**config.mk**
```make
export PLATFORM = sky130hd
export DESIGN_NAME = cheat_code_loader_flat
export DESIGN_NICKNAME = d
export VERILOG_FILES = /design/src/common/cart_pkg.sv /design/src/common/dl_if.sv /design/src/loader/cheat_code_loader.sv /design/src/flat_wrapper.sv
export SDC_FILE = /design/constraint.sdc
export NUM_CORES = 1
export LEC_CHECK = 0
export BUFFER_PORTS_ARGS = -buffer_cell sky130_fd_sc_hd__buf_2
export CAP_MARGIN = 20
export CORE_ASPECT_RATIO = 0.9
export CORE_MARGIN = 3
export CORE_UTILIZATION = 30
export CTS_CLUSTER_DIAMETER = 40
export DETAILED_ROUTE_END_ITERATION = 16
export PLACE_DENSITY = 0.6
export SYNTH_ARGS = -nofsm -noshare
export SYNTH_HDL_FRONTEND = slang
export SYNTH_SLANG_ARGS = --single-unit
```
**constraint.sdc**
```tcl
create_clock -name clk_sys -period 3 [get_ports clk_sys]
set_clock_uncertainty 0.1 [all_clocks]
set_input_delay 0.6 -clock clk_sys [delete_from_list [all_inputs] [get_ports clk_sys]]
set_output_delay 0.6 -clock clk_sys [all_outputs]
set_load 0.02 [all_outputs]
```
**src/common/cart_pkg.sv**
```systemverilog
/*
 * cartridge core shared definitions
 * header offsets, mask sizing, MSU playback constants
 * and the cheat code word layout
 */
`default_nettype none

package cart_pkg;

	// ========================================
	// rom header detection
	// ========================================
	// copier header in front of the image
	localparam logic [24:0] HDR_OFS           = 25'h200;
	localparam logic [24:0] LOROM_SIZE_ADDR   = 25'h7FD6 + HDR_OFS;
	localparam logic [24:0] LOROM_RAM_ADDR    = 25'h7FD8 + HDR_OFS;
	localparam logic [24:0] HIROM_SIZE_ADDR   = 25'hFFD6 + HDR_OFS;
	localparam logic [24:0] HIROM_RAM_ADDR    = 25'hFFD8 + HDR_OFS;
	localparam logic [24:0] EXHIROM_SIZE_ADDR = 25'h40FFD6 + HDR_OFS;
	localparam logic [24:0] EXHIROM_RAM_ADDR  = 25'h40FFD8 + HDR_OFS;
	localparam logic [3:0]  DEF_ROM_SIZE      = 4'hC;
	localparam int          MASK_W            = 24;
	// one size step is 1 KiB
	localparam logic [MASK_W-1:0] MASK_BASE   = 24'd1024;

	// ========================================
	// msu audio
	// ========================================
	localparam int SAMPLE_DIV  = 486;
	localparam int DIV_W       = $clog2(SAMPLE_DIV + 1);
	localparam int FIFO_AW     = 12;
	// refill threshold in words
	localparam int FIFO_REFILL = 1176;
	localparam int LBA_W       = 21;
	localparam int START_FRAME = 1;
	localparam int AUDIO_W     = 16;

	// fetch fsm states
	localparam logic [1:0] ST_IDLE  = 2'd0;
	localparam logic [1:0] ST_ACK   = 2'd1;
	localparam logic [1:0] ST_DRAIN = 2'd2;

	// ========================================
	// cheat code
	// ========================================
	// flags sit lowest so word k maps to byte offset 2k
	typedef struct packed {
		logic [31:0] replace;
		logic [31:0] compare;
		logic [31:0] address;
		logic [31:0] flags;
	} cheat_fields_t;

	typedef union packed {
		logic [7:0][15:0] words;
		cheat_fields_t    fields;
	} cheat_code_u;

endpackage

`default_nettype wire

```
**src/common/dl_if.sv**
```systemverilog
/*
 * download bus
 * address, data and write strobe of the image download,
 * plus levels telling a cartridge from a cheat file
 */
`timescale 1ns/10ps
`default_nettype none

interface dl_if;
	logic [24:0] addr;
	logic [15:0] dout;
	// one cycle per word
	logic        wr;
	// high through a cartridge download
	logic        cart;
	// high through a cheat file download
	logic        code;

	modport src (output addr, dout, wr, cart, code);
	modport snk (input addr, dout, wr, cart, code);
endinterface

`default_nettype wire

```
**src/loader/cheat_code_loader.sv**
```systemverilog
/*
 * cheat code loader
 * collects eight 16-bit words of a cheat file into one code
 * and strobes it once the last word is in
 */
`timescale 1ns/10ps
`default_nettype none

module cheat_code_loader
	import cart_pkg::*;
(
	input  logic        clk_sys,
	input  logic        RESET,
	dl_if.snk           dl,
	output cheat_code_u gg_code,
	output logic        gg_code_valid
);

	logic code_wr;

	// even addresses only carry words
	assign code_wr = dl.code & dl.wr & ~dl.addr[0];

	// strobe after the replace top word
	always_ff @(posedge clk_sys) begin
		if (RESET)
			gg_code_valid <= 1'b0;
		else
			gg_code_valid <= code_wr & (dl.addr[3:0] == 4'd14);
	end

	// codes of a previous game dropped on a new cartridge
	always_ff @(posedge clk_sys) begin
		if (dl.cart)
			gg_code <= '0;
		else if (code_wr)
			gg_code.words[dl.addr[3:1]] <= dl.dout;
	end

endmodule

`default_nettype wire

```
**src/flat_wrapper.sv**
```systemverilog
// flat-port wrapper written by rule: the top's interface ports become plain ports
module cheat_code_loader_flat import cart_pkg::*;
  (clk_sys, RESET, gg_code, gg_code_valid, dl_addr, dl_dout, dl_wr, dl_cart, dl_code);
  dl_if dl_i ();
  input  logic clk_sys;
  input  logic RESET;
  output cheat_code_u gg_code;
  output logic gg_code_valid;
  input wire logic [$bits(dl_i.addr)-1:0] dl_addr;
  input wire logic [$bits(dl_i.dout)-1:0] dl_dout;
  input wire logic [$bits(dl_i.wr)-1:0] dl_wr;
  input wire logic [$bits(dl_i.cart)-1:0] dl_cart;
  input wire logic [$bits(dl_i.code)-1:0] dl_code;
  assign dl_i.addr = dl_addr;
  assign dl_i.dout = dl_dout;
  assign dl_i.wr = dl_wr;
  assign dl_i.cart = dl_cart;
  assign dl_i.code = dl_code;
  cheat_code_loader u_core (.clk_sys(clk_sys), .RESET(RESET), .dl(dl_i), .gg_code(gg_code), .gg_code_valid(gg_code_valid));
endmodule
```
# Word level (Yosys, flattened, before mapping)
# Index checks and enable logic that the tools add are counted.
classes:
  order_cmp: 2
  eq_ne: 1
  n_mux: 3
  n_bitwise: 4
  reduce_logical: 1
ops:
  columns: ["cell", "n"]
  rows:
  - ["$bwmux 128", 1]
  - ["$demux 16 s3", 1]
  - ["$mux 16", 1]
  - ["$eq 4x4->1 const B", 1]
  - ["$lt 3x4->1 const B", 1]
  - ["$and 1x1->1", 3]
  - ["$ge 3x1->1 const B", 1]
  - ["$logic_and 1x1->1", 1]
  - ["$not 1->1", 1]
word_totals:
  regBits: 129
  elab_cells: 13

# Depth between registers and ports, before layout
logic_depth:
  word_depth: 5
  mapped_depth: 6
  ltp_nobuf: 3

# Worst setup path before layout
# Ideal clock, no wire load.
synth_timing:
  path_kind: "input port to flip-flop"
  from: "input dl_wr"
  to: "register u_core.gg_code[22] (netlist bit)"
  setup_ns: 0.072
  t_arrival_ns: 1.493
  setup_slack_ns: 1.335
  path_stages: 5
  path_cell_list: "and3b_1 -> buf_2 -> nand3_4 -> buf_2 -> mux2i_1"
synth_via:
  elab_chain_cells: 2
synth_rtl:
  columns: ["item", "line", "text"]
  rows:
  - ["start: declaration", "flat_wrapper.sv:11", "input wire logic [$bits(dl_i.wr)-1:0] dl_wr;"]
  - ["$and 1x1->1 (2 in a row)", "cheat_code_loader.sv:22", "assign code_wr = dl.code & dl.wr & ~dl.addr[0];"]
  - ["end: declaration", "cheat_code_loader.sv:15", "output cheat_code_u gg_code,"]
# No other way between the ends.
# A chain may end at the register's enable or synchronous reset.

==> metrics.yaml <==
power_and_ir_drop:
  power_mw: 4.24
  ir_worst_vdd_mv: 0.353
  p_per_area_mw_per_mm2: 642
  leakage_nw: 3.57
job:
  maxCapViolCount: 0
timing:
  slew-limit-headroom: 0.562
  hold_ws_ns: 0.238
  fin_setup_tns_ns: 0
  rsz0062_at_grt: "no"
  worstMarginPinSlew_ns: 0.657
  max_freq_mhz: 581
  hold_viol: 0
  setup_viol_count_final: 0
  slew_viol_final: 0
  period_needed_ns: 1.72
  post-route-period-util: 0.573
clocking:
  cts_sinks: 129
  path_clk_slew_ns: 0.05
  postCtsSetupRepairBufs: 0
  clk-insertion-delay-late_ns: 0.41
  cts_resized: 0
  hold_buffers: 0
  clockBufferDepth: 2
  cts_root_buf: "clkbuf_16"
  htreeDepth: 4
  cts_buffers: 17
  cts_tree: "yes"
yosys:
  yosysTopAreaCell: "dfxtp_1"
  synth_top_area_frac: 0.508
  yosysWarnings: 0
  synth_area_leaders: "dfxtp_1, mux2i_1, nand2b_1"
  syn_area_per_cell_sq_um: 11.1
  yosysSeqAreaShare: 0.508
  synth-seq-cells: 129
  synthCells: 458
  syn-num-nets: 504
  synth.distinct_cells: 17
  synth_area_sq_mm: 0.00508
floorplan:
  ios: 175
  die_w_um: 143
  core-area_sq_mm: 0.0164
  die_area_sq_mm: 0.0185
  dieHeight_um: 129
  rows: 44
  start_util: 0.311
outcome:
  status: "complete, no violations"
worst_setup_path:
  cp_num_buf_inv: 1
  crit_slowest_cell: "nand2b_1"
  startpoint_type: "primary input"
  path_cells: "buf_4 > nand2b_1 > mux2i_1"
  critPathCaptureType: "flop"
  critPathMaxStageDelay_ns: 0.58
  cp_top_family: "simple AND/OR/NAND/NOR gates"
  path_max_fanout: 88
  crit_arrival_ns: 1.88
  crit_type: "in2reg"
  required_ns: 3.16
place:
  hpwl_mm: 9.44
  gp_congestion: 0.711
  port_buffers: 153
  place_inst: 779
detailed_routing:
  dr.pass1.iters: 4
  routed_wl_mm: 13.6
  drt-initial-drc-count: 143
  wire_per_inst_um: 16.7
  vias_per_cell: 4.51
  drc: 0
  ant_nets: 0
  vias: 3658
cells_and_area:
  nNetsFinal: 637
  drive_above_1_share: 0.321
  syn_to_final_growth_pct: 29.9
  fillers: 1584
  fin_cells: 811
  insertedDiodeCount: 0
  multiInputGateArea_sq_mm: 0.00229
  regArea_sq_mm: 0.00258
grt:
  grt_pass1_wl_mm: 20.9
  gr-total-overflow: 0
  grt_usage: 0.150
  grt_max_degree: 89
  grt_pass1_vias: 3816
  antenna_found_initial: 0
worst_hold_path:
  min_path_type: "in2reg"
[logic make-up (layout without fill, tap and decap cells)]
logic type,count (synthesis),count (layout),share of synthesized area
flip-flops,129,129,0.509
buffers and inverters,42,188,0.0404
AND/OR/NAND/NOR,159,159,0.199
multiplexers,128,128,0.252
[worst register-to-register path, delay by kind of cell, from the launching register on]
family / cells / cell delay (ns)
flops: 1 / 0.36
mux: 1 / 0.15
simple gates: 1 / 0.07
[power breakdown]
part	total [mW]	internal, mW	switching, mW
sequential	1.73	1.73	0.00650
combinational	0.175	0.0693	0.106
clock	2.33	1.58	0.745
[flip-flops by register name, summed over array words and instances, names as in the netlist]
signal                flops
u_core.gg_code          128
u_core.gg_code_valid      1
[metal layers]
layer	track usage	up-vias	share of wire
li1	-	1763	-
met1	0.190	1793	0.47
met2	0.239	94	0.47
met3	0.0583	8	0.057
met4	0.0436	0	0.0092
met5	0	-	0
[cells in the final DEF, fill, tap and decap left out, drive strengths merged]
master and count:
and3b 2, nor3b 1, and2 1, and3 1
buf 156, mux2i 128, nor3 1, nor2 2
nand2b 144, clkinvlp 2, clkinv 2, nand2 5
dfxtp 129, bufinv 5, clkbuf 23, nand3 2
[synth_stat cells]
library cell and instances:
clkbuf_1 13, buf_4 5, buf_6 3, and3_1 1, nor3b_1 1, dfxtp_1 129, nand3_2 1, nand2b_1 144
mux2i_1 128, and2_1 1, and3b_1 2, buf_1 16, nand2_2 5, nor2_1 2, nand3_4 1, nor3_1 1
buf_2 5
[stage by stage]
stage / cell area (sq um) / setup slack [ns] / util
floorplan: 5080 / 1.34 / -
global placement: 5920 / 0.992 / 0.362
detailed placement: 5920 / 0.831 / 0.362
CTS: 6600 / 1.28 / 0.403
global route: 6600 / 1.21 / 0.403
finish: 6600 / 1.28 / 0.403
[cell type report]
class	count	area share
Clock inverter	9	0.0266
Clock buffer	23	0.0755
Multi-Input combinational cell	287	0.347
Sequential cell	129	0.392
Tap cell	207	0.0393
Timing Repair Buffer	156	0.120
[final timing paths]
path              depth (start not counted)              endpoint  slack (ns)                from
setup reg to reg                          2    u_core.gg_code[81]        2.23  u_core.gg_code[81]
setup / recovery                          3    u_core.gg_code[35]        1.28             dl_cart
hold reg to reg                           2     u_core.gg_code[8]        0.37   u_core.gg_code[8]
hold / removal                            2  u_core.gg_code_valid        0.24               RESET
(Power assumes the default switching activity.)
