`src/common/cart_pkg.sv`:
```
/*
 * cartridge core shared definitions
 * header offsets, mask sizing, MSU playback constants
 * and the cheat code word layout
 */
`default_nettype none

package cart_pkg;

	// ========================================
	// rom header detection
	// ========================================
	// copier header in front of the image
	localparam logic [24:0] HDR_OFS           = 25'h200;
	localparam logic [24:0] LOROM_SIZE_ADDR   = 25'h7FD6 + HDR_OFS;
	localparam logic [24:0] LOROM_RAM_ADDR    = 25'h7FD8 + HDR_OFS;
	localparam logic [24:0] HIROM_SIZE_ADDR   = 25'hFFD6 + HDR_OFS;
	localparam logic [24:0] HIROM_RAM_ADDR    = 25'hFFD8 + HDR_OFS;
	localparam logic [24:0] EXHIROM_SIZE_ADDR = 25'h40FFD6 + HDR_OFS;
	localparam logic [24:0] EXHIROM_RAM_ADDR  = 25'h40FFD8 + HDR_OFS;
	localparam logic [3:0]  DEF_ROM_SIZE      = 4'hC;
	localparam int          MASK_W            = 24;
	// one size step is 1 KiB
	localparam logic [MASK_W-1:0] MASK_BASE   = 24'd1024;

	// ========================================
	// msu audio
	// ========================================
	localparam int SAMPLE_DIV  = 486;
	localparam int DIV_W       = $clog2(SAMPLE_DIV + 1);
	localparam int FIFO_AW     = 12;
	// refill threshold in words
	localparam int FIFO_REFILL = 1176;
	localparam int LBA_W       = 21;
	localparam int START_FRAME = 1;
	localparam int AUDIO_W     = 16;

	// fetch fsm states
	localparam logic [1:0] ST_IDLE  = 2'd0;
	localparam logic [1:0] ST_ACK   = 2'd1;
	localparam logic [1:0] ST_DRAIN = 2'd2;

	// ========================================
	// cheat code
	// ========================================
	// flags sit lowest so word k maps to byte offset 2k
	typedef struct packed {
		logic [31:0] replace;
		logic [31:0] compare;
		logic [31:0] address;
		logic [31:0] flags;
	} cheat_fields_t;

	typedef union packed {
		logic [7:0][15:0] words;
		cheat_fields_t    fields;
	} cheat_code_u;

endpackage

`default_nettype wire

```
`src/msu/msu_sector_fetch.sv`:
```
/*
 * msu sector fetch
 * requests consecutive track sectors while playing,
 * paced by the sample FIFO level, stops at the end frame
 */
`timescale 1ns/10ps
`default_nettype none

module msu_sector_fetch
	import cart_pkg::*;
(
	input  logic               clk_sys,
	input  logic               RESET,
	input  logic               msu_trig_play,
	input  logic               msu_trackmounting,
	input  logic [LBA_W-1:0]   msu_end_frame,
	input  logic               sd_ack,
	input  logic [FIFO_AW-1:0] fifo_level,
	output logic [31:0]        sd_lba,
	output logic               sd_rd,
	output logic               msu_audio_play
);

	logic [1:0]       state;
	logic [LBA_W-1:0] cur_frame;
	logic             refill_ok;

	// sector done and room for another one
	assign refill_ok = ~sd_ack && (fifo_level <= FIFO_AW'(FIFO_REFILL));

	always_ff @(posedge clk_sys) begin
		if (RESET) begin
			state          <= ST_IDLE;
			sd_rd          <= 1'b0;
			sd_lba         <= '0;
			cur_frame      <= LBA_W'(START_FRAME);
			msu_audio_play <= 1'b0;
		end else begin
			case (state)
				ST_IDLE: if (msu_audio_play && !msu_trackmounting) begin
					sd_lba <= 32'(cur_frame);
					sd_rd  <= 1'b1;
					state  <= ST_ACK;
				end
				// host picked up the request
				ST_ACK: if (sd_ack) begin
					sd_rd <= 1'b0;
					state <= ST_DRAIN;
				end
				ST_DRAIN: if (refill_ok) begin
					if (msu_audio_play && cur_frame < msu_end_frame) begin
						cur_frame <= cur_frame + 1'b1;
						sd_lba    <= sd_lba + 32'd1;
						sd_rd     <= 1'b1;
						state     <= ST_ACK;
					end else begin
						// end of track in stop mode
						msu_audio_play <= 1'b0;
						state          <= ST_IDLE;
					end
				end
				default: state <= ST_IDLE;
			endcase
			// new trigger wins over a stop in the same cycle
			if (msu_trig_play) begin
				msu_audio_play <= 1'b1;
				cur_frame      <= LBA_W'(START_FRAME);
			end
		end
	end

endmodule

`default_nettype wire

```
`config.mk`:
```
export PLATFORM = sky130hd
export DESIGN_NAME = msu_sector_fetch
export DESIGN_NICKNAME = d
export VERILOG_FILES = /design/src/common/cart_pkg.sv /design/src/msu/msu_sector_fetch.sv
export SDC_FILE = /design/constraint.sdc
export NUM_CORES = 1
export LEC_CHECK = 0
export BUFFER_PORTS_ARGS = -buffer_cell sky130_fd_sc_hd__buf_2
export CORE_AREA = 2 2 99 101
export CTS_CLUSTER_DIAMETER = 60
export CTS_CLUSTER_SIZE = 14
export DETAILED_ROUTE_END_ITERATION = 7
export DIE_AREA = 0 0 101 103
export PLACE_DENSITY = 0.66
export SYNTH_ARGS = -nofsm -noshare
export SYNTH_HDL_FRONTEND = slang
export SYNTH_SLANG_ARGS = --single-unit
```
`constraint.sdc`:
```
create_clock -name clk_sys -period 2.4 [get_ports clk_sys]
set_input_delay 0.48 -clock clk_sys [delete_from_list [all_inputs] [get_ports clk_sys]]
set_output_delay 0.48 -clock clk_sys [all_outputs]
set_load 0.01 [all_outputs]
```
**After elaboration in Yosys (flattened, before gate mapping)**

Cells that the tools add are included.

- Add/sub/neg operators: 2
- Magnitude comparators: 2
- Equality and inequality tests: 7
- Mux-type cells: 18
- Bitwise operators: 1
- Reductions and logical operators: 15

Operator list:

| operator | count |
|---|---|
| 32-bit 2-to-1 mux | 3 |
| 32-bit case mux with 2 select lines | 1 |
| 32-bit by 1-bit adder with 32-bit output (second input constant) | 1 |
| 21-bit by 1-bit adder with 21-bit output (second input constant) | 1 |
| 21-bit < comparator | 1 |
| 12-bit by 11-bit less-or-equal comparator with 1-bit output (second input constant) | 1 |
| 2-bit != test (second input constant) | 5 |
| 1-bit 2-to-1 mux | 9 |
| 3-bit AND reduction | 3 |
| 2-bit 2-to-1 mux | 3 |
| 2-bit case mux with 3 select lines | 1 |
| 2-bit nonzero test | 3 |
| 5-bit AND reduction | 1 |
| 4-bit AND reduction | 1 |
| 1-bit logical AND | 3 |
| 1-bit case mux with 3 select lines | 1 |
| 3-bit nonzero test | 1 |
| 2-bit by 1-bit == test with 1-bit output (second input constant) | 1 |
| 2-bit == test (second input constant) | 1 |
| 2-bit zero test | 1 |
| 2-bit OR reduction | 1 |
| 1-bit zero test | 1 |
| 1-bit NOT | 1 |

- Register bits after elaboration: 57
- Bits of input ports: 38
- Logic and storage cells: 50

**Logic depth before layout (Yosys ltp)**

- Depth in word-level cells: 6
- Mapped depth: 10
- Depth with buffers taken out: 8

**Worst setup path after synthesis**

No wires, ideal clock.

- Path type: input-to-reg
- Start point: in msu_end_frame[6]
- End point: reg sd_lba[26]
- Setup time: 101 ps
- Arrival: 2478 ps
- Required time: 2299 ps
- Path slack: -179 ps
- Stages: 9
- Path buffers: 1
- Path through: inv_1 > ha_1 > a211oi_2 > o22ai_1 > o211ai_1 > nand3_1 > or4_1 > buf_2 > o41ai_1

- Longest elaborated chain between the ends: 4

RTL lines:

| element | RTL line | RTL |
|---|---|---|
| from (decl) | msu_sector_fetch.sv:16 | `input logic [LBA_W-1:0] msu_end_frame,` |
| 21-bit < comparator | msu_sector_fetch.sv:51 | `if (msu_audio_play && cur_frame < msu_end_frame) begin` |
| 1-bit logical AND | msu_sector_fetch.sv:51 |  |
| 2-bit != test (no source line) | -- |  |
| 4-bit AND reduction (no source line) | -- |  |
| to (signal assigned) | msu_sector_fetch.sv:41 | `sd_lba <= 32'(cur_frame);` |
| to (signal assigned) | msu_sector_fetch.sv:53 | `sd_lba <= sd_lba + 32'd1;` |
| to (decl) | msu_sector_fetch.sv:19 | `output logic [31:0] sd_lba,` |

Every way passes these cells.
A chain may end at the register's enable or synchronous reset.

**Worst setup path after layout**

- Start point: reg cur_frame[2]
- End point: reg cur_frame[11]

- Longest elaborated chain between the ends: 3
- Elaborated cells between the ends (all ways): 4
- Those cells by class: add/sub (1); order compare (1); reduce/logical (2)

RTL lines:

| element | RTL line | RTL |
|---|---|---|
| from (decl) | msu_sector_fetch.sv:25 | `logic [LBA_W-1:0] cur_frame;` |
| from (signal assigned) | msu_sector_fetch.sv:36 | `cur_frame <= LBA_W'(START_FRAME);` |
| from (signal assigned) | msu_sector_fetch.sv:52 | `cur_frame <= cur_frame + 1'b1;` |
| from (signal assigned) | msu_sector_fetch.sv:67 | `cur_frame <= LBA_W'(START_FRAME);` |
| 21-bit < comparator | msu_sector_fetch.sv:51 |  |
| 1-bit logical AND | msu_sector_fetch.sv:51 |  |
| 3-bit AND reduction (no source line) | -- |  |

Several ways; a longest one is shown, not always the timed one.

==> results.yml <==
routing:
  drc: 0
  wirelength_um: 12400
  viasPerCell: 6.15
  vias: 4376
  ant_nets: 0
  post_drt_wl_per_cell_um: 17.5
  drt-pass1-iter-count: 6
  drt_iter0_markers: 244
floorplanning:
  num_rows: 36
  start_util_pct: 39.8
  die_area_um2: 10400
  die_x_um: 101
  die_h_um: 103
  core_um2: 9460
  pin_count: 72
yosys:
  netlist.area_leader.share_pct: 30.3
  synth_nets: 531
  synth_seq_cells: 57
  avgSynthCellArea_um2: 7.99
  synthTopCellsByArea: "dfxtp_1 30%, ha_1 7.3%, o31ai_1 6.4%"
  yosysWarnings: 0
  yosysUniqueCellTypes: 61
  yosysSeqAreaShare_pct: 30.3
  synth.most_common_cell: "dfxtp_1"
  ys.flop_type: "dfxtp_1"
  synth_edf_count: 0
  yosys.area.top_type: "dfxtp_1"
  ys_top_cells_by_count: "57 x dfxtp_1, 41 x a21oi_1, 37 x nor2_1, 32 x o31ai_1, 30 x inv_1"
  synth.cell_area_um2: 3760
  syn_inst: 471
  async_flop_share_pct: 0
clocking:
  clock_latency_ps: 350
  numCtsBuffers: 9
  cts_tree: "done"
  htreeDepth: 3
  root_buffer: "clkbuf_8"
  cts.sinks: 57
  clk_pin_slew_ps: 70
  clockBufferDepth: 2
run_status:
  failed_checks: "setup timing"
  outcome: "complete, but fails checks"
timing:
  fmax_mhz: 402
  timing.hold.ws_ps: 385
  finalHoldViolCount: 0
  finClkSkew_ps: 12.4
  setup_viol: 16
  slew_viol_final: 0
  fin_crit_ps: 2490
  finalCritPeriodShare_pct: 104
  fin_ws_ps: -90.4
  worst_pin_slew_ps: 896
  rsz0062_at_grt: "yes"
  relSlewSlack_pct: 40.2
grt:
  grt_pass1_wl_um: 18500
  grt_pass1_vias: 3738
  grt_overflow: 0
  grt_max_degree: 53
  antenna_found_initial: 0
  track_usage_pct: 22.5
setup_path:
  critPathKind: "reg -> reg"
  start_kind: "flip-flop"
  cp.required_ps: 2670
  cp_max_fo: 8
  end_kind: "flip-flop"
  arrival_ps: 2760
power:
  ir_drop_mv: 0.255
  p_total_mw: 2.26
  power_density_nw_per_um2: 431
  leakage_nw: 2.20
placed_design:
  placed_cells: 689
  hpwl_um: 8510
  globalplace.congestion: 0.870
  port_buffers: 71
finish:
  finalNetCount: 653
  diodes: 0
  final_cells: 711
  drive_gt1_share_pct: 37.9
  syn_to_final_growth_pct: 39.7
worst_hold_path:
  hold_class: "in -> reg"
run:
  drv_cap: 0
[metal layers]
metal / part of all wire (%) / wire [µm] / track usage [%] / vias to the layer above
li1: - / - / - / 2084
met1: 44 / 5530 / 30.9 / 2055
met2: 47 / 5810 / 36.6 / 213
met3: 7.0 / 864 / 4.00 / 24
met4: 1.7 / 217 / 6.44 / 0
met5: 0 / 0 / 0 / -
[repair_timing]
item                       in CTS  in global routing
cloned                          0                  3
pin swaps                       6                 29
setup buffers                   2                  3
setup endpoints to repair      32                 46
gates resized for setup        10                 55
hold buffers                    0                  0
[worst max-delay path: stages, from the launching register on]
cell      delay [ps]
dfxtp_2          360
ha_4             210
a211oi_4         280
o22ai_2          140
o211ai_1         180
buf_4            170
nand4_1          120
buf_6            170
buf_12           130
or4_4            510
a21oi_1          140
[placed cells by master, fill, tap and decap left out, types with 3 or more instances in the layout]
cell type	n
nand4_1	10
dfxtp_2	3
buf_6	7
nor2b_1	3
a311oi_1	3
o31ai_2	3
a21oi_1	34
nor2_1	37
o311ai_1	8
o31ai_1	27
a31oi_1	14
ha_1	16
nand3_1	17
a21oi_2	7
clkbuf_8	10
o21ai_0	8
o221a_2	7
nor3_1	11
nor4_1	4
inv_1	27
dfxtp_1	54
a41oi_1	3
o211ai_1	3
nand2_1	28
and3_1	10
ha_4	5
o311ai_0	6
or4_1	9
or4_4	13
buf_2	71
a22oi_1	4
and2_1	4
buf_4	59
o311ai_2	3
[kinds of logic after synthesis]
logic type / share of synthesized area [%]
XOR/XNOR: 0.233
buffers and inverters: 6.09
flip-flops: 30.3
multiplexers: 0.266
AND/OR/NAND/NOR: 25.6
adder cells (fa/ha/maj): 7.32
AO/OA/AOI/OAI: 30.1
[per-stage QoR]
step / TNS (ps) / utilization, % / worst slack [ps] / cell area [µm²]
5_1_grt: -2760 / 55.5 / -157 / 5250
4_1_cts: -204 / 52.4 / -28.0 / 4960
3_3_place_gp: -10890 / 49.7 / -324 / 4700
3_5_place_dp: -12500 / 49.7 / -398 / 4700
6_report: -886 / 55.5 / -90.4 / 5250
2_1_floorplan: -779 / - / -120 / 3860
[registers in the layout, indices dropped and copies added (netlist names)]
name,flops
msu_audio_play,1
sd_rd,1
sd_lba,32
state,2
cur_frame,21
[path summary, 6_finish.rpt]
check	depth (start not counted)	slack [ps]	endpoint	start
max	10	-90	cur_frame[11]$_SDFFE_PP0P_	cur_frame[2]$_SDFFE_PP0P_
min	3	380	cur_frame[0]$_SDFFE_PP1P_	msu_trig_play
max reg2reg	10	-90	cur_frame[11]$_SDFFE_PP0P_	cur_frame[2]$_SDFFE_PP0P_
min reg2reg	1	480	sd_lba[31]$_SDFFE_PP0P_	sd_lba[31]$_SDFFE_PP0P_
[cell type report]
class,count,area (µm²)
Clock buffer,12,145
Clock inverter,3,65.1
Fill cell,876,4210
Inverter,30,118
Multi-Input combinational cell,355,2690
Sequential cell,57,1140
Tap cell,114,143
Timing Repair Buffer,140,947
[power breakdown]
part | internal (mW) | leakage [nW] | switching [mW]
Sequential | 0.965 | 0.463 | 0.0225
Clock | 0.607 | 0.106 | 0.398
Combinational | 0.117 | 1.63 | 0.154
Note: power is estimated with default switching activity, not from simulation.
