--- src/common/cart_pkg.sv ---
/*
 * cartridge core shared definitions
 * header offsets, mask sizing, MSU playback constants
 * and the cheat code word layout
 */
`default_nettype none

package cart_pkg;

	// ========================================
	// rom header detection
	// ========================================
	// copier header in front of the image
	localparam logic [24:0] HDR_OFS           = 25'h200;
	localparam logic [24:0] LOROM_SIZE_ADDR   = 25'h7FD6 + HDR_OFS;
	localparam logic [24:0] LOROM_RAM_ADDR    = 25'h7FD8 + HDR_OFS;
	localparam logic [24:0] HIROM_SIZE_ADDR   = 25'hFFD6 + HDR_OFS;
	localparam logic [24:0] HIROM_RAM_ADDR    = 25'hFFD8 + HDR_OFS;
	localparam logic [24:0] EXHIROM_SIZE_ADDR = 25'h40FFD6 + HDR_OFS;
	localparam logic [24:0] EXHIROM_RAM_ADDR  = 25'h40FFD8 + HDR_OFS;
	localparam logic [3:0]  DEF_ROM_SIZE      = 4'hC;
	localparam int          MASK_W            = 24;
	// one size step is 1 KiB
	localparam logic [MASK_W-1:0] MASK_BASE   = 24'd1024;

	// ========================================
	// msu audio
	// ========================================
	localparam int SAMPLE_DIV  = 486;
	localparam int DIV_W       = $clog2(SAMPLE_DIV + 1);
	localparam int FIFO_AW     = 12;
	// refill threshold in words
	localparam int FIFO_REFILL = 1176;
	localparam int LBA_W       = 21;
	localparam int START_FRAME = 1;
	localparam int AUDIO_W     = 16;

	// fetch fsm states
	localparam logic [1:0] ST_IDLE  = 2'd0;
	localparam logic [1:0] ST_ACK   = 2'd1;
	localparam logic [1:0] ST_DRAIN = 2'd2;

	// ========================================
	// cheat code
	// ========================================
	// flags sit lowest so word k maps to byte offset 2k
	typedef struct packed {
		logic [31:0] replace;
		logic [31:0] compare;
		logic [31:0] address;
		logic [31:0] flags;
	} cheat_fields_t;

	typedef union packed {
		logic [7:0][15:0] words;
		cheat_fields_t    fields;
	} cheat_code_u;

endpackage

`default_nettype wire

--- src/common/dl_if.sv ---
/*
 * download bus
 * address, data and write strobe of the image download,
 * plus levels telling a cartridge from a cheat file
 */
`timescale 1ns/10ps
`default_nettype none

interface dl_if;
	logic [24:0] addr;
	logic [15:0] dout;
	// one cycle per word
	logic        wr;
	// high through a cartridge download
	logic        cart;
	// high through a cheat file download
	logic        code;

	modport src (output addr, dout, wr, cart, code);
	modport snk (input addr, dout, wr, cart, code);
endinterface

`default_nettype wire

--- src/loader/cart_loader_decode.sv ---
/*
 * cartridge download decoder
 * splits downloads into cartridge and cheat streams,
 * picks mapper type, rom/ram sizes and region out of the image header
 */
`timescale 1ns/10ps
`default_nettype none

module cart_loader_decode
	import cart_pkg::*;
(
	input  logic              clk_sys,
	input  logic              RESET,
	input  logic              ioctl_download,
	input  logic [7:0]        ioctl_index,
	input  logic [24:0]       ioctl_addr,
	input  logic [15:0]       ioctl_dout,
	input  logic              ioctl_wr,
	input  logic [2:0]        lhrom_type,
	input  logic [1:0]        region_sel,
	dl_if.src                 dl,
	output logic [7:0]        rom_type,
	output logic [MASK_W-1:0] rom_mask,
	output logic [MASK_W-1:0] ram_mask,
	output logic              pal
);

	logic        code_idx;
	logic        cart_dl;
	logic        hdr_en;
	logic [24:0] size_addr;
	logic [24:0] ram_addr;
	logic [3:0]  rom_size;
	logic [3:0]  ram_size;
	logic        rom_region;

	// index all ones is a cheat file
	assign code_idx = &ioctl_index;
	assign cart_dl  = ioctl_download & ~code_idx;

	assign dl.addr = ioctl_addr;
	assign dl.dout = ioctl_dout;
	assign dl.wr   = ioctl_wr;
	assign dl.cart = cart_dl;
	assign dl.code = ioctl_download & code_idx;

	// header byte positions per forced layout
	always_comb begin
		hdr_en    = 1'b1;
		size_addr = LOROM_SIZE_ADDR;
		ram_addr  = LOROM_RAM_ADDR;
		case (lhrom_type)
			3'd3: begin
				size_addr = HIROM_SIZE_ADDR;
				ram_addr  = HIROM_RAM_ADDR;
			end
			3'd4: begin
				size_addr = EXHIROM_SIZE_ADDR;
				ram_addr  = EXHIROM_RAM_ADDR;
			end
			3'd2: hdr_en = 1'b1;
			default: hdr_en = 1'b0;
		endcase
	end

	always_ff @(posedge clk_sys) begin
		if (RESET) begin
			rom_size   <= DEF_ROM_SIZE;
			ram_size   <= 4'h0;
			rom_region <= 1'b0;
			rom_type   <= 8'h00;
			rom_mask   <= '0;
			ram_mask   <= '0;
			pal        <= 1'b0;
		end else if (cart_dl) begin
			if (ioctl_wr) begin
				// sizes default on the first word unless auto mode finds them
				if (ioctl_addr == 25'd0) begin
					rom_size <= DEF_ROM_SIZE;
					ram_size <= 4'h0;
					if (lhrom_type == 3'd0 && ioctl_dout[7:0] != 8'h00)
						{ram_size, rom_size} <= ioctl_dout[7:0];
					case (lhrom_type)
						3'd1, 3'd2: rom_type <= 8'd0;
						3'd3:       rom_type <= 8'd1;
						3'd4:       rom_type <= 8'd2;
						default:    rom_type <= ioctl_dout[15:8];
					endcase
				end
				if (ioctl_addr == 25'd2)
					rom_region <= ioctl_dout[8];
				// sizes from the internal header in a forced layout
				if (hdr_en && ioctl_addr == size_addr)
					rom_size <= ioctl_dout[11:8];
				if (hdr_en && ioctl_addr == ram_addr)
					ram_size <= ioctl_dout[3:0];
				// masks lag the size codes by one write
				rom_mask <= (MASK_BASE << rom_size) - 1'b1;
				ram_mask <= (ram_size != 4'h0) ? (MASK_BASE << ram_size) - 1'b1 : '0;
			end
		end else begin
			// region held while the image loads
			pal <= (region_sel == 2'd0) ? rom_region : region_sel[1];
		end
	end

endmodule

`default_nettype wire

--- src/flat_wrapper.sv ---
// flat-port wrapper written by rule: the top's interface ports become plain ports
module cart_loader_decode_flat import cart_pkg::*;
  (clk_sys, RESET, ioctl_download, ioctl_index, ioctl_addr, ioctl_dout, ioctl_wr, lhrom_type, region_sel, rom_type, rom_mask, ram_mask, pal, dl_addr, dl_dout, dl_wr, dl_cart, dl_code);
  dl_if dl_i ();
  input  logic clk_sys;
  input  logic RESET;
  input  logic ioctl_download;
  input  logic [7:0] ioctl_index;
  input  logic [24:0] ioctl_addr;
  input  logic [15:0] ioctl_dout;
  input  logic ioctl_wr;
  input  logic [2:0] lhrom_type;
  input  logic [1:0] region_sel;
  output logic [7:0] rom_type;
  output logic [MASK_W-1:0] rom_mask;
  output logic [MASK_W-1:0] ram_mask;
  output logic pal;
  output wire logic [$bits(dl_i.addr)-1:0] dl_addr;
  output wire logic [$bits(dl_i.dout)-1:0] dl_dout;
  output wire logic [$bits(dl_i.wr)-1:0] dl_wr;
  output wire logic [$bits(dl_i.cart)-1:0] dl_cart;
  output wire logic [$bits(dl_i.code)-1:0] dl_code;
  assign dl_addr = dl_i.addr;
  assign dl_dout = dl_i.dout;
  assign dl_wr = dl_i.wr;
  assign dl_cart = dl_i.cart;
  assign dl_code = dl_i.code;
  cart_loader_decode u_core (.clk_sys(clk_sys), .RESET(RESET), .ioctl_download(ioctl_download), .ioctl_index(ioctl_index), .ioctl_addr(ioctl_addr), .ioctl_dout(ioctl_dout), .ioctl_wr(ioctl_wr), .lhrom_type(lhrom_type), .region_sel(region_sel), .dl(dl_i), .rom_type(rom_type), .rom_mask(rom_mask), .ram_mask(ram_mask), .pal(pal));
endmodule
--- config.mk ---
export PLATFORM = sky130hd
export DESIGN_NAME = cart_loader_decode_flat
export DESIGN_NICKNAME = d
export VERILOG_FILES = /design/src/common/cart_pkg.sv /design/src/common/dl_if.sv /design/src/loader/cart_loader_decode.sv /design/src/flat_wrapper.sv
export SDC_FILE = /design/constraint.sdc
export NUM_CORES = 1
export LEC_CHECK = 0
export BUFFER_PORTS_ARGS = -buffer_cell sky130_fd_sc_hd__buf_2
export CORE_MARGIN = 5
export CORE_UTILIZATION = 50
export CTS_BUF_LIST = sky130_fd_sc_hd__clkbuf_16
export DETAILED_ROUTE_END_ITERATION = 6
export PLACE_DENSITY = 0.93
export SETUP_SLACK_MARGIN = 0.05
export SYNTH_ARGS = -nofsm -noshare
export SYNTH_HDL_FRONTEND = slang
export SYNTH_SLANG_ARGS = --single-unit
--- constraint.sdc ---
create_clock -name clk_sys -period 3.3 [get_ports clk_sys]
set_clock_uncertainty 0.2 [all_clocks]
set_input_delay 0.66 -clock clk_sys [delete_from_list [all_inputs] [get_ports clk_sys]]
set_output_delay 0.66 -clock clk_sys [all_outputs]
set_load 0.01 [all_outputs]
== Word level (Yosys, flattened, before mapping) ==
Index checks and enable logic that the tools add are counted.
Cells by class
  add/subtract/negate cells: 2
  equality and inequality tests: 7
  shifts and indexed selects: 2
  multiplexer cells: 12
  bitwise gates (word level): 3
  reductions and logical operators: 18
Operators with widths (number)
  $pmux 23 s2: 2
  $eq 25x23->1: 2
  $shl 11x4->24 const A: 2
  $sub 24x1->24 const B: 2
  $eq 25x2->1 const B: 1
  $logic_not 25->1: 1
  $mux 24: 1
  $mux 4: 6
  $pmux 8 s3: 1
  $reduce_and 3->1: 4
  $reduce_and 8->1: 1
  $reduce_bool 8->1: 1
  $eq 3x2->1 const B: 2
  $reduce_bool 2->1: 2
  $reduce_bool 4->1: 1
  $eq 3x1->1 const B: 1
  $eq 3x3->1 const B: 1
  $logic_and 1x1->1: 3
  $logic_not 3->1: 1
  $reduce_or 3->1: 1
  $and 1x1->1: 2
  $logic_not 2->1: 1
  $mux 1: 2
  $reduce_and 2->1: 1
  2 further kinds: 2
Word-level totals
  flip-flop bits (word level): 66
  bits of input ports: 58
  output and inout bits: 101

== Logic depth before layout (Yosys ltp) ==
  depth in word-level cells: 6
  depth in mapped cells: 9

== Worst setup path after synthesis ==
OpenSTA, ideal clock, no wires.
  path type: input to register
  from: input ioctl_addr[0]
  to: register u_core.rom_size[3]
  arrival time: 2215 ps
  data required time: 3031 ps
  slack: 816 ps
  stages: 6
  path through: or4_1 > nor4_2 > and4_1 > buf_4 > mux2_1 > o21ai_1
Between the ends
  cells in the longest elaborated chain, start to end: 4
Ends and longest elaborated chain
  start: declaration: line flat_wrapper.sv:9  | input logic [24:0] ioctl_addr;
  $eq 25x23->1: line cart_loader_decode.sv:93  | if (hdr_en && ioctl_addr == size_addr)
  $logic_and 1x1->1: line cart_loader_decode.sv:93
  $reduce_bool 2->1 (no line)
  $reduce_and 3->1 (no line)
  end signal: assignment: line cart_loader_decode.sv:82  | {ram_size, rom_size} <= ioctl_dout[7:0];
  end signal: assignment: line cart_loader_decode.sv:94  | rom_size <= ioctl_dout[11:8];
  end: declaration: line cart_loader_decode.sv:33  | logic [3:0] rom_size;
Several ways; a longest one is shown, not always the timed one.
A chain may end at the register's enable or synchronous reset.

== Final worst setup path ==
Same ends and word-level chain as after synthesis.

==> flow_summary.toml <==
[clock_network]
cts_tree = "built"
clock-sinks = 48
ctsRootBufferMaster = "clkbuf_16"
clk_latency_ns = 0.29
max-clock-path-buffers = 2
ctsHoldBuffers = 0
cts_setup_buffers = 0
cts.repair.resized = 0
numCtsBuffers = 5
clk_pin_slew_ns = 0.06
htreeDepth = 2

[global_routing]
grt_overflow = 0
grt_pass1_vias = 2933
grtUsageTotal = 0.207
grt_start_max_net_pins = 50
antenna_found_initial = 0
grt_pass1_wl_um = 13100

[run_status]
status = "completed"

[logic_synthesis]
synthTopCellsByArea = "dfxtp_1 (31%), buf_4 (15%), a21oi_1 (6.1%)"
synthFlopType = "dfxtp_1"
synth_seq_area_share = 0.309
synth.largest_area_cell = "dfxtp_1"
syn_area_mm2 = 0.00311
yosysTopAreaCellShare = 0.309
synth_cells = 403
synth_cell_types = 55
async_flop_share = 0
syn_avg_cell_area_um2 = 7.73
synth_enable_flop_cells = 0
ys_seq_elements = 48
yosysWarningCount = 0
syn_nets = 463

[critical_path]
critPathMaxFanout = 8
reg2reg_depth = 6
setup.worst_path.class = "input port to flop"
endpoint_kind = "flop"
worstPathArrival_ns = 2.60
critPathMaxStageDelay_ns = 0.56
worst-r2r-setup-slack_ns = 1.00
cp_cell_sequence = "buf_2, or4_1, nor4_2, and4_1, mux2_1, o21ai_1"
crit_required_ns = 3.32
cp_top_family = "simple AND/OR/NAND/NOR gates"
cpMaxStageDelayCell = "and4_1"
r2r-start = "u_core.ram_size[2]"
r2r-end = "u_core.ram_mask[20]"
cp-start-kind = "input port"
crit_buf_inv = 1

[floorplan]
fp.dieW_um = 88.9
row_count = 28
dieArea_mm2 = 0.00791
io_pins = 159
coreArea_mm2 = 0.00599
start_util = 0.520
die_h_um = 88.9

[sta]
rsz0062_at_grt = "no"
finalSetupViolCount = 0
hold_viol = 0
max_freq_mhz = 388
period_share = 0.780
slew_headroom = 0.372
drv_slew = 0
finalSetupTns_ns = 0
tightest_slew_ns = 0.937
min_period_ns = 2.57

[finish]
fin_nets = 542
diodes = 0
mostFrequentLayoutCells = "buf_2 (158), dfxtp_1 (48), nand2_1 (43)"
area_growth_pct = 15.5
final_core_util = 0.601
final_common_cell = "buf_2"
drive_above_1_share = 0.362
fillers = 561

[detailed_routing]
num_vias = 3082
wl_um = 8070
final_antenna_net_count = 0
viasPerCell = 5.52
wl_per_cell_um = 14.5
firstDrtPassIters = 4
post-route-drc-count = 0
drt_iter0_markers = 132

[hold_path]
worstHoldStart = "u_core.rom_type[4]"
min_to = "u_core.rom_type[4]"
hold_path_depth = 2
hold_path.class = "flop to flop"

[pwr]
pwr-share-comb = 0.162
clockPowerShare = 0.402
p_switching_mw = 0.349
internal_power_mw = 1.04
power.share.sequential = 0.436
p_total_mw = 1.39
ir_drop_mv = 0.244
cellPowerDensity_mw_per_mm2 = 386
switching_share = 0.251
power_leakage_nw = 1.63

[placed_design]
dp_hpwl_um = 6410
port_buffers = 158
gp_congestion = 0.846

[job]
max-cap-violations = 0
==> stage by stage <==
stage | area [µm²] | instances | hold slack [ns] | setup slack, ns
floorplan | 3110 | 403 | 0.264 | 0.816
global placement | 3440 | 550 | 0.237 | 0.454
detailed placement | 3440 | 550 | 0.243 | 0.425
CTS | 3600 | 558 | 0.252 | 0.728
global route | 3600 | 558 | 0.274 | 0.614
finish | 3600 | 558 | 0.248 | 0.726
==> logic make-up after synthesis <==
logic type                 Yosys count  synth area share
AOI/OAI and AO/OA                   90             0.191
xor gates and xnor gates             2           0.00563
adders and majority gates            3            0.0112
buffers and inverters              102             0.207
DFF                                 48             0.309
muxes                               11            0.0358
and+or+nand+nor                    147             0.240
==> cell usage after synthesis, drive strengths merged (2+ instances only) <==
library cell	count
a21oi	38
nor4	7
dfxtp	48
and3	3
clkbuf	21
nand4	4
or3	3
buf	67
nor2	37
nand3b	7
inv	13
o21ai	8
o311ai	3
mux2i	10
nand2	43
and2	2
a211oi	11
nor3	16
o21a	2
nand3	12
and4	5
a21boi	2
ha	2
a311oi	5
o41ai	7
or4	3
or3b	2
o31a	3
==> flip-flops by register name, summed over array words and instances (netlist names) <==
name,flops
u_core.ram_mask,15
u_core.rom_mask,15
u_core.rom_type,8
u_core.ram_size,4
u_core.rom_size,4
u_core.pal,1
u_core.rom_region,1
==> worst max path at each step <==
stage | from | to | slack [ns] | cells after the start
after floorplan | ioctl_addr[0] | u_core.rom_size[3] | 0.82 | 6
after global placement | ioctl_addr[0] | u_core.rom_size[3] | 0.45 | 6
after detailed placement | ioctl_addr[19] | u_core.rom_size[3] | 0.42 | 6
after CTS | ioctl_addr[19] | u_core.rom_size[3] | 0.73 | 6
after global routing | ioctl_addr[19] | u_core.rom_size[3] | 0.61 | 6
final | ioctl_addr[0] | u_core.rom_size[3] | 0.73 | 6
==> worst register-to-register path: cells and delay by family (launching register included) <==
kind,cells,cell delay [ns]
buffers and inverters,1,0.11
AOI/OAI and AO/OA,2,0.44
DFF,1,0.44
and+or+nand+nor,2,0.76
adders and majority gates,1,0.27
==> power groups by stage <==
stage	clock network, mW	registers [mW]	logic (mW)
global route	0.595	0.609	0.250
global placement	0	0.619	0.223
CTS	0.574	0.606	0.227
floorplan	0	0.628	0.154
finish	0.559	0.606	0.225
detailed placement	0	0.620	0.227
==> area by class of cell <==
class                      count  area [µm²]  share of cell area
multi-input combinational    253        1520               0.422
timing repair buffer         161         813               0.226
clock inverter                 3        37.5              0.0104
inverter                      13        48.8              0.0136
sequential                    48         961               0.267
clock buffer                   5         125              0.0348
tap                           75        93.8              0.0261
==> routing by layer <==
metal / global-route usage / up-vias / routed length [µm]
met4: 0.0604 / 0 / 114
met2: 0.363 / 149 / 3860
li1: - / 1535 / -
met5: 0 / - / 0
met3: 0.0461 / 10 / 770
met1: 0.253 / 1388 / 3320
Power figures use the tool's default switching activity.
